### src/core_pkg.sv
package core_pkg;

	// ~~~~~~~~~~~~~~~~~~~~~~~~~~~~~~
	// Basic data types
	// ~~~~~~~~~~~~~~~~~~~~~~~~~~~~~~

	typedef logic [31:0] word;
	typedef logic [29:0] ptr;  // Word address without byte bits 1:0
	typedef logic [3:0]  reg_num;
	typedef logic [15:0] reg_list;

	// ~~~~~~~~~~~~~~~~~~~~~~~~~~~~~~
	// Instruction formats
	// ~~~~~~~~~~~~~~~~~~~~~~~~~~~~~~

	localparam logic [2:0] CLASS_MULTIPLE = 3'b100;
	localparam logic [1:0] CLASS_SINGLE   = 2'b01;

	// LDM and STM
	typedef struct packed {
		logic [3:0] cond;
		logic [2:0] fmt_class;
		logic       pre;
		logic       increment;
		logic       user_regs;  // S bit, no modes here so it is ignored
		logic       writeback;
		logic       load;
		reg_num     rn;
		reg_list    regs;
	} ldst_multiple_fmt;

	// LDR and STR with an immediate offset
	typedef struct packed {
		logic [3:0]  cond;
		logic [1:0]  fmt_class;
		logic        imm;  // Set means register offset, which is rejected
		logic        pre;
		logic        increment;
		logic        byte_size;
		logic        writeback;
		logic        load;
		reg_num      rn;
		reg_num      rd;
		logic [11:0] offset;
	} ldst_single_fmt;

	typedef union packed {
		ldst_multiple_fmt multiple;
		ldst_single_fmt   single;
	} insn_word;

	// ~~~~~~~~~~~~~~~~~~~~~~~~~~~~~~
	// Memory port and control cycles
	// ~~~~~~~~~~~~~~~~~~~~~~~~~~~~~~

	typedef struct packed {
		ptr   addr;
		logic write;
		word  wdata;
	} mem_cmd;

	typedef enum logic [2:0] {
		ISSUE,
		ADDRESS,
		TRANSFER,
		BASE_WRITEBACK,
		DONE
	} ctrl_cycle;

endpackage
### src/ldst_unit.sv
`timescale 1ns/10ps

module ldst_unit import core_pkg::*;
#(
	parameter int mem_words = 1024
)
(
	input  logic     clk,
	input  logic     reset,
	input  logic     insn_req,
	input  insn_word insn,
	input  logic     mem_ack,
	input  word      rdata,
	output logic     insn_ack,
	output logic     mem_req,
	output mem_cmd   cmd
);

	reg_num ra, rb, wr_reg;
	word rd_value_a, rd_value_b, wr_value;
	logic we;

	core_control #(
		.mem_words(mem_words)
	) control (
		.clk(clk),
		.reset(reset),
		.insn_req(insn_req),
		.insn(insn),
		.mem_ack(mem_ack),
		.rdata(rdata),
		.rd_value_a(rd_value_a),
		.rd_value_b(rd_value_b),
		.insn_ack(insn_ack),
		.mem_req(mem_req),
		.cmd(cmd),
		.ra(ra),
		.rb(rb),
		.we(we),
		.wr_reg(wr_reg),
		.wr_value(wr_value)
	);

	reg_file regs
	(
		.clk(clk),
		.reset(reset),
		.ra(ra),
		.rb(rb),
		.we(we),
		.wr_reg(wr_reg),
		.wr_value(wr_value),
		.rd_value_a(rd_value_a),
		.rd_value_b(rd_value_b)
	);

endmodule

### src/core_control.sv
`timescale 1ns/10ps

module core_control import core_pkg::*;
#(
	parameter int mem_words = 1024
)
(
	input  logic     clk,
	input  logic     reset,
	input  logic     insn_req,
	input  insn_word insn,
	input  logic     mem_ack,
	input  word      rdata,
	input  word      rd_value_a,
	input  word      rd_value_b,
	output logic     insn_ack,
	output logic     mem_req,
	output mem_cmd   cmd,
	output reg_num   ra,
	output reg_num   rb,
	output logic     we,
	output reg_num   wr_reg,
	output word      wr_value
);

	ctrl_cycle cycle, next_cycle;

	logic single_q, pre_q, increment_q, writeback_q, load_q, base_loaded;
	logic [11:0] offset_q;
	reg_num rn_q, xfer_reg;
	reg_list mem_regs;
	ptr addr_q;
	word wb_q;

	logic issue, undefined, is_single, is_multiple;
	logic beat_done, start_beat, pop_valid;
	reg_num pop_lower, pop_upper, popped;
	reg_list next_lower, next_upper;
	word delta, wb_value, first_addr;
	ptr beat_addr;

	assign is_single = insn.single.fmt_class == CLASS_SINGLE && !insn.single.imm;
	assign is_multiple = insn.multiple.fmt_class == CLASS_MULTIPLE && insn.multiple.regs != '0;
	assign undefined = !is_single && !is_multiple;
	assign issue = insn_req && !insn_ack;

	// A new beat waits until the memory has dropped the previous ack
	assign beat_done = mem_req && mem_ack;
	assign start_beat = (cycle == ADDRESS || (cycle == TRANSFER && !mem_req))
		&& !mem_ack && pop_valid;

	ctrl_cycles cycles
	(
		.clk(clk),
		.reset(reset),
		.issue(issue),
		.undefined(undefined),
		.beat_done(beat_done),
		.pop_valid(pop_valid),
		.base_wb(writeback_q),
		.insn_req(insn_req),
		.cycle(cycle),
		.next_cycle(next_cycle)
	);

	ldst_pop pop
	(
		.regs(mem_regs),
		.valid(pop_valid),
		.pop_lower(pop_lower),
		.pop_upper(pop_upper),
		.next_lower(next_lower),
		.next_upper(next_upper)
	);

	// Decrementing modes start from the highest register
	assign popped = increment_q ? pop_lower : pop_upper;
	assign ra = rn_q;
	assign rb = popped;

	// ~~~~~~~~~~~~~~~~~~~~~~~~~~~~~~
	// Address arithmetic
	// ~~~~~~~~~~~~~~~~~~~~~~~~~~~~~~

	assign delta = single_q ? word'(offset_q) : (word'($countones(mem_regs)) << 2);
	assign wb_value = increment_q ? rd_value_a + delta : rd_value_a - delta;

	always_comb begin
		if (single_q)
			first_addr = pre_q ? wb_value : rd_value_a;
		else if (pre_q)
			first_addr = increment_q ? rd_value_a + 32'd4 : rd_value_a - 32'd4;
		else
			first_addr = rd_value_a;
	end

	assign beat_addr = cycle == ADDRESS ? first_addr[31:2] : addr_q;

	// Loads write on the ack edge, the base write fills its own cycle
	assign we = (beat_done && load_q) || (cycle == BASE_WRITEBACK && !base_loaded);
	assign wr_reg = cycle == BASE_WRITEBACK ? rn_q : xfer_reg;
	assign wr_value = cycle == BASE_WRITEBACK ? wb_q : rdata;

	// ~~~~~~~~~~~~~~~~~~~~~~~~~~~~~~
	// Handshakes
	// ~~~~~~~~~~~~~~~~~~~~~~~~~~~~~~

	always_ff @(posedge clk) begin
		if (reset) begin
			insn_ack <= 1'b0;
			mem_req <= 1'b0;
			base_loaded <= 1'b0;
		end else begin
			insn_ack <= next_cycle == DONE;

			if (start_beat)
				mem_req <= 1'b1;
			else if (beat_done)
				mem_req <= 1'b0;

			if (cycle == ISSUE && issue)
				base_loaded <= 1'b0;
			else if (beat_done && load_q && xfer_reg == rn_q)
				base_loaded <= 1'b1;  // The loaded value wins over writeback
		end
	end

	// ~~~~~~~~~~~~~~~~~~~~~~~~~~~~~~
	// Latched instruction and beats
	// ~~~~~~~~~~~~~~~~~~~~~~~~~~~~~~

	always_ff @(posedge clk) begin
		if (cycle == ISSUE && issue) begin
			single_q <= is_single;
			if (is_single) begin
				pre_q <= insn.single.pre;
				increment_q <= insn.single.increment;
				writeback_q <= insn.single.writeback || !insn.single.pre;
				load_q <= insn.single.load;
				rn_q <= insn.single.rn;
				offset_q <= insn.single.offset;
				mem_regs <= reg_list'(1) << insn.single.rd;
			end else begin
				pre_q <= insn.multiple.pre;
				increment_q <= insn.multiple.increment;
				writeback_q <= insn.multiple.writeback;
				load_q <= insn.multiple.load;
				rn_q <= insn.multiple.rn;
				offset_q <= '0;
				mem_regs <= insn.multiple.regs;
			end
		end

		if (cycle == ADDRESS)
			wb_q <= wb_value;  // Taken before any load can touch the base

		if (start_beat) begin
			cmd.addr <= ptr'(beat_addr % mem_words);
			cmd.write <= !load_q;
			cmd.wdata <= rd_value_b;
			xfer_reg <= popped;
			mem_regs <= increment_q ? next_lower : next_upper;
			addr_q <= increment_q ? beat_addr + 30'd1 : beat_addr - 30'd1;
		end else if (cycle == ADDRESS) begin
			addr_q <= first_addr[31:2];
		end
	end

endmodule

### src/reg_file.sv
`timescale 1ns/10ps

module reg_file import core_pkg::*;
(
	input  logic   clk,
	input  logic   reset,
	input  reg_num ra,
	input  reg_num rb,
	input  logic   we,
	input  reg_num wr_reg,
	input  word    wr_value,
	output word    rd_value_a,
	output word    rd_value_b
);

	word regs [0:15];  // R15 is an ordinary register here

	always_ff @(posedge clk) begin
		if (reset) begin
			for (int i = 0; i < 16; i++)
				regs[i] <= '0;
		end else if (we) begin
			regs[wr_reg] <= wr_value;
		end
	end

	// Reads see the old value during a write cycle
	assign rd_value_a = regs[ra];
	assign rd_value_b = regs[rb];

endmodule

### src/ctrl_cycles.sv
`timescale 1ns/10ps

module ctrl_cycles import core_pkg::*;
(
	input  logic      clk,
	input  logic      reset,
	input  logic      issue,
	input  logic      undefined,
	input  logic      beat_done,
	input  logic      pop_valid,
	input  logic      base_wb,
	input  logic      insn_req,
	output ctrl_cycle cycle,
	output ctrl_cycle next_cycle
);

	// ~~~~~~~~~~~~~~~~~~~~~~~~~~~~~~
	// Next cycle
	// ~~~~~~~~~~~~~~~~~~~~~~~~~~~~~~

	always_comb begin
		next_cycle = cycle;

		case (cycle)
			ISSUE:
				if (issue)
					next_cycle = undefined ? DONE : ADDRESS;

			ADDRESS:
				next_cycle = TRANSFER;

			// The popper list already excludes the register of the running beat.
			// A single transfer loads a one-bit list and so makes exactly one beat
			TRANSFER:
				if (beat_done && !pop_valid)
					next_cycle = base_wb ? BASE_WRITEBACK : DONE;

			BASE_WRITEBACK:
				next_cycle = DONE;

			DONE:
				if (!insn_req)
					next_cycle = ISSUE;  // Ack drops on the same edge

			default:
				next_cycle = ISSUE;
		endcase
	end

	// ~~~~~~~~~~~~~~~~~~~~~~~~~~~~~~
	// State register
	// ~~~~~~~~~~~~~~~~~~~~~~~~~~~~~~

	always_ff @(posedge clk) begin
		if (reset)
			cycle <= ISSUE;
		else
			cycle <= next_cycle;
	end

endmodule

### src/ldst_pop.sv
`timescale 1ns/10ps

module ldst_pop import core_pkg::*;
(
	input  reg_list regs,
	output logic    valid,
	output reg_num  pop_lower,
	output reg_num  pop_upper,
	output reg_list next_lower,
	output reg_list next_upper
);

	assign valid = |regs;

	// Scan downwards so that the lowest set bit is the last one found
	always_comb begin
		pop_lower = '0;
		for (int i = 15; i >= 0; i--) begin
			if (regs[i])
				pop_lower = reg_num'(i);
		end
	end

	always_comb begin
		pop_upper = '0;
		for (int i = 0; i < 16; i++) begin
			if (regs[i])
				pop_upper = reg_num'(i);
		end
	end

	// An empty list stays empty since bit 0 is already clear
	assign next_lower = regs & ~(reg_list'(1) << pop_lower);
	assign next_upper = regs & ~(reg_list'(1) << pop_upper);

endmodule

### config.mk
export PLATFORM = sky130hd
export DESIGN_NAME = ldst_unit
export DESIGN_NICKNAME = d
export VERILOG_FILES = /design/src/core_pkg.sv /design/src/ldst_unit.sv /design/src/core_control.sv /design/src/reg_file.sv /design/src/ctrl_cycles.sv /design/src/ldst_pop.sv
export SDC_FILE = /design/constraint.sdc
export NUM_CORES = 1
export LEC_CHECK = 0
export ABC_CLOCK_PERIOD_IN_PS = 7030
export BUFFER_PORTS_ARGS = -buffer_cell sky130_fd_sc_hd__buf_4
export CAP_MARGIN = 30
export CORE_ASPECT_RATIO = 0.9
export CORE_UTILIZATION = 50
export CTS_BUF_LIST = sky130_fd_sc_hd__clkbuf_16
export CTS_CLUSTER_DIAMETER = 30
export DETAILED_ROUTE_END_ITERATION = 8
export PLACE_DENSITY = 0.69
export RECOVER_POWER = 100
export SLEW_MARGIN = 20
export SYNTH_ARGS = -nofsm -noshare
export SYNTH_HDL_FRONTEND = slang
export SYNTH_SLANG_ARGS = --single-unit
export TNS_END_PERCENT = 20
### constraint.sdc
create_clock -name clk -period 7.03 [get_ports clk]
set_input_delay 0 -clock clk [delete_from_list [all_inputs] [get_ports clk]]
set_output_delay 0 -clock clk [all_outputs]
set_load 0.1 [all_outputs]
* Word-level counts from Yosys, hierarchy flattened
Memories as Yosys holds them, arrays and structs flattened. A register that Yosys moved wholly into a read port is not among the register bits.
Index checks and enable logic that the tools add are counted.
** Cells by class
- Add/sub/neg operators :: 21
- Equal/unequal tests :: 8
- Shift-type cells :: 3
- Multiplexer cells :: 65
- Bitwise logic cells :: 4
- Reduce and logical (&&, ||, !) cells :: 33
** Operators with widths (number)
- two-way mux 32 bit :: 8
- adder 30 bit :: 7
- two-way mux 4 bit :: 34
- two-way mux 30 bit :: 3
- two-way mux 16 bit :: 4
- << shifter 1 x 4 -> 16 bit, first input constant :: 3
- adder 32 x 3 -> 32 bit, second input constant :: 1
- adder 32 bit :: 1
- bitwise AND 16 bit :: 2
- inverter 16 bit :: 2
- OR reduction 32 bit :: 1
- subtractor 32 x 3 -> 32 bit, second input constant :: 1
- subtractor 32 bit :: 1
- adder 30 x 1 -> 30 bit, second input constant :: 1
- subtractor 30 x 1 -> 30 bit, second input constant :: 1
- adder 1 x 1 -> 2 bit :: 8
- nonzero test 16 bit :: 1
- OR reduction 16 bit :: 1
- two-way mux 3 bit :: 5
- one-hot mux 3 bit (5 select lines) :: 1
- logical AND 1 bit :: 13
- zero test 1 bit :: 10
- two-way mux 1 bit :: 10
- == test 3 bit, second input constant :: 3
- 8 further kinds :: 12
** Word-level totals
- Register bits after elaboration :: 120
- RAM bits :: 512
- Bits of input ports :: 68
- Output and inout port bits :: 65
- Logic and storage cells :: 152
- Memories kept :: 1
** Memories
- regs.regs :: words 16, bits a word 32, rd ports 2, clocked after Yosys merged registers in 2, wr ports 16, line reg_file.sv:16 : word regs [0:15];

* Depth between registers and ports, before layout
- Word-level depth :: 21
- Gate-level depth with buffers :: 36
- Depth with buffers taken out :: 35

* Cells and area by module
A second synthesis with hierarchy kept.
** Unflattened totals
- Cells, all modules :: 2638
- Area, all modules :: 36115.9 um^2
** By module, submodules not included
- reg_file :: times used 1, cells an instance 1687, area an instance 26581.7 um^2, sequential area each 15374.7 um^2
- core_control :: times used 1, cells an instance 813, area an instance 8637.0 um^2, sequential area each 3743.6 um^2
- ldst_pop :: times used 1, cells an instance 118, area an instance 706.9 um^2, sequential area each 0.0 um^2
- ctrl_cycles :: times used 1, cells an instance 20, area an instance 190.2 um^2, sequential area each 60.1 um^2

* Worst setup path after synthesis
OpenSTA, ideal clock, no wires.
- Path kind :: reg-to-reg
- Start :: reg control.mem_regs[2]
- End :: reg control.wb_q[30], data pin
- Arrival :: 6905 ps
- Data required time :: 6772 ps
- Setup slack :: -133 ps
- Cell stages (with the launch flop) :: 32
- Cells stage by stage :: edfxtp_1 -> inv_1 -> ha_1 -> inv_1 -> fa_1 -> inv_1 -> fa_1 -> fa_1 -> inv_1 -> fa_1 -> inv_1 -> ha_1 -> fa_1 -> o32ai_1 -> nand4_1 -> nand2b_1 -> a21oi_1 -> ha_1 -> nand2_1 -> o21ai_0 -> ha_1 -> a21o_1 -> a21o_1 -> a21oi_1 -> o21ai_0 -> a21oi_1 -> nor3_1 -> a211oi_1 -> o211ai_1 -> a31o_2 -> a21oi_1 -> xnor2_1
** On the way
- Cells in the longest elaborated chain, start to end :: 7
** RTL lines
- from (decl) :: line core_control.sv:31 : reg_list mem_regs;
- from (signal assigned) :: line core_control.sv:142 : mem_regs <= reg_list'(1) << insn.single.rd;
- from (signal assigned) :: line core_control.sv:150 : mem_regs <= insn.multiple.regs;
- from (signal assigned) :: line core_control.sv:162 : mem_regs <= increment_q ? next_lower : next_upper;
- adder 1 x 1 -> 2 bit (implied by the code) * :: line core_control.sv:85 : assign delta = single_q ? word'(offset_q) : (word'($countones(mem_regs)) << 2);
- adder 30 bit (implied by the code) * (3 in a row) :: line core_control.sv:85
- two-way mux 32 bit * :: line core_control.sv:85
- subtractor 32 bit or adder 32 bit (tied branches) :: line core_control.sv:86 : assign wb_value = increment_q ? rd_value_a + delta : rd_value_a - delta;
- two-way mux 32 bit * :: line core_control.sv:86
- named net control.wb_value[30] :: line core_control.sv:39 : word delta, wb_value, first_addr;
- to (signal assigned) :: line core_control.sv:155 : wb_q <= wb_value;
- to (decl) :: line core_control.sv:33 : word wb_q;
Mark *: on every way through the listed nets, which the timed path passes. The rest lies on a longest branch.
A chain may end at the register's enable or synchronous reset.

* Worst setup path after layout
- Start :: reg control.mem_regs[12]
- End :: reg control.addr_q[9]
** On the way
- Cells in the longest elaborated chain, start to end :: 13
** RTL lines
- adder 1 x 1 -> 2 bit (implied by the code) * :: line core_control.sv:85
- adder 30 bit (implied by the code) * (3 in a row) :: line core_control.sv:85
- two-way mux 32 bit * :: line core_control.sv:85
- subtractor 32 bit or adder 32 bit (tied branches) :: line core_control.sv:86
- two-way mux 32 bit * :: line core_control.sv:86
- named net control.wb_value[6] :: line core_control.sv:39
- two-way mux 32 bit * :: line core_control.sv:90 : first_addr = pre_q ? wb_value : rd_value_a;
- two-way mux 32 bit * :: line core_control.sv:89 : if (single_q)
- two-way mux 30 bit * :: line core_control.sv:97 : assign beat_addr = cycle == ADDRESS ? first_addr[31:2] : addr_q;
- named net control.beat_addr[4] :: line core_control.sv:40 : ptr beat_addr;
- subtractor 30 x 1 -> 30 bit or adder 30 x 1 -> 30 bit (tied branches) :: line core_control.sv:163 : addr_q <= increment_q ? beat_addr + 30'd1 : beat_addr - 30'd1;
- two-way mux 30 bit * :: line core_control.sv:163
- two-way mux 30 bit * :: line core_control.sv:157 : if (start_beat) begin
- to (signal assigned) :: line core_control.sv:163
- to (signal assigned) :: line core_control.sv:165 : addr_q <= first_addr[31:2];
- to (decl) :: line core_control.sv:32 : ptr addr_q;
Marked as above.

==> run metrics <==
outcome finished, violations left; critical path peak fanout 4; CTS Buffer Depth 3; die outline height 255.8 um; Biggest register regs.regs; DRC errors left 0; vias per inst between 6 and 7; hold depth 2; first-pass GRT wire length 173.9 mm; worst slew pin tran 1559 ps; max reg flops approximately 510; fin worst setup slack -191.4 ps; Nets 3,352; CP bufs+invs 6; Worst-path clk slew 50 ps; RSZ-0062 raised after global routing yes; initial antenna violation count 4; EDFF count, synth about 630; Area Growth Syn to Fin 21.90%; fraction of layout cells with a size suffix above 1 23.98%; worst reg2reg path depth 32; die width 284.0 um; Fillers 5,287; Final Critical Period 7221 ps; Slew HR -3.909%; total gr overflow 0; ys flop type edfxtp_1; library cells used by synthesis 73; Total GRT Usage 32.60%; slowest stage delay, CP 520 ps; # setup viols final 4; crit path DAT just under 8000 ps; htree depth 4; DP Area 38,280 sq um; Post-Synthesis Cells 2,910; cts bufs inserted 134; Maximum Capacitance Violations 2; reg2reg setup slack -190 ps; Buffers on Ports 107; power per cell area 338.1 nW/um^2; Clock Tree Root clkbuf_16; commonest non-fill, non-tap cell in the layout edfxtp_1; worst vdd ir 0.2398 mV; worst r2r dst control.addr_q[9]; P_leak 16.42 nW; Fmax 138.5 MHz; Required @ worst endpoint 7590 ps; wire per inst 28.20 um; pin count of the biggest net entering global routing 162; Final Skew 33.30 ps; die area 72,660 sq um; CP Launch Type flop; CP dominant cell by count fa_1; synthesis warning total 0; Antenna Violating Nets Remaining 0; Final Slew Violations 29; DP HPWL 70.15 mm; synthesized area 35,790 sq um; critical path class flop to flop; GPL Wtd Cong 0.9083; core area 70,450 sq um; highest-delay cell along the critical path fa_1; worst min path class input port to flop; number of I/O pins around 130; flops & latches, synth 648; Via Count roughly 27,000; # rows 92; Worst path depth 32; register area share after synthesis 53.81%; Final Cycle Share 102.7%; initial core utilization roughly half; vias in the first global route 27,610; most frequent cells in the layout edfxtp_1 (628), nor2_1 (571), buf_4 (247); failing checks max-capacitance violations, max-slew violations, negative setup slack; worst r2r src control.mem_regs[12]; Critical Path Sink Type flop; Fin. Hold Viols 0; dpl ws -417.8 ps; Async SR Flop Fraction 0%; critical hold path startpoint insn[23]; average cell area after synthesis between 10 and 15 sq um; WL final between 100 and 150 mm; drt pass-1 iters 6; initial DRC count 3,806; Worst-Skew Late Latency between 700 and 800 ps; final instance area between 40,000 and 50,000 sq um; cell family contributing the most delay on the critical path adder cells; biggest regs regs.regs x512, control.cmd x43, control.wb_q x32; CTS tree built; clk sink count 648; Hold Path End control.increment_q
metal layers:
layer / GRT usage [%] / share of wire [%] / up-vias
met3: 8.993 / 13 / 386
met5: 0 / 0.022 / -
li1: - / - / 11420
met2: 49.88 / 46 / 1991
met1: 42.52 / 37 / 13590
met4: 17.10 / 5.1 / 4
worst max-delay path by stage:
| stage | start | slack (ps) | to |
|---|---|---|---|
| 4_1_cts | control.mem_regs[8] | -130 | control.addr_q[9] |
| 3_3_place_gp | control.mem_regs[12] | -260 | control.addr_q[9] |
| 3_5_place_dp | control.mem_regs[15] | -420 | control.addr_q[9] |
| 2_1_floorplan | control.mem_regs[2] | -10 | control.addr_q[9] |
| 5_1_grt | control.mem_regs[12] | -490 | control.addr_q[9] |
| 6_report | control.mem_regs[12] | -190 | control.addr_q[9] |
area by class of cell:
type                    count  area [sq um]  area share (%)
repair buffers            377          2917           6.685
inverters                  71         277.8          0.6366
well taps                 940          1176           2.696
clock buffers             140          3503           8.030
diodes                      1         2.502        0.005735
clock inverters           104         902.1           2.068
multi-input cells        1963         15590           35.73
flip-flops and latches    648         19260           44.15
power breakdown:
group	internal [W]	switching (W)	total, W
combinational	0.00182	0.00216	0.00398
clock	0.00401	0.00211	0.00613
sequential	0.00451	0.000129	0.00464
total	0.0103	0.00440	0.0147
worst reg2reg max path: cells and delay by family (launching register included):
kind | cells | cell delay [ps]
buffers and inverters | 6 | 540
AND/OR/NAND/NOR | 5 | 650
AO/OA/AOI/OAI | 8 | 1540
adder cells (fa/ha/maj) | 9 | 3220
flip-flops | 1 | 450
XOR/XNOR | 4 | 680
repair_timing:
action	in CTS	in global routing
setup endpoints to repair	14	19
endpoints found under the hold margin	579	0
hold buffers	66	0
resized for setup	28	51
pin swaps	30	38
setup buffers	8	17
metrics by stage:
stage,std cells,hold slack [ps],power [W],util (%),TNS (ps)
after CTS,4226,4.400,0.01456,61.72,-483.9
after global placement,3905,180.5,0.008222,54.21,-922.1
final,4244,46.15,0.01475,61.93,-601.8
after floorplan,2929,98.87,0.007013,-,-13.83
after global routing,4243,54.76,0.01523,61.93,-3245
after detailed placement,3908,179.5,0.008305,54.34,-2098
Yosys cell counts (all sizes together) (19+ instances only):
library cell | number | area share (%)
clkbuf | 161 | 1.7
edfxtp | 628 | 53
a21o | 19 | 0.40
o21ai | 55 | 0.79
xnor2 | 43 | 1.1
dfxtp | 20 | 1.1
nor2 | 574 | 6.0
mux2i | 170 | 4.8
nand2b | 30 | 0.52
inv | 71 | 0.74
nand2 | 239 | 2.5
o31a | 33 | 0.81
a21oi | 83 | 1.2
buf | 86 | 1.5
and2 | 80 | 1.4
a211oi | 78 | 1.6
ha | 75 | 2.6
mux4 | 189 | 12
a311oi | 66 | 1.6
nor3 | 28 | 0.42
kinds of logic (layout without fill, tap and decap cells):
group	after synthesis	count (layout)	share of synthesized area [%]
compound gates	407	407	8.232
xor+xnor	57	57	1.395
fa+ha+maj	89	89	3.405
buf+inv	318	692	3.968
flops	648	648	53.81
mux	372	372	17.11
other cells	1	21	0.01048
simple gates	1018	1018	12.07
No activity file was read; power rests on OpenSTA's default activity.
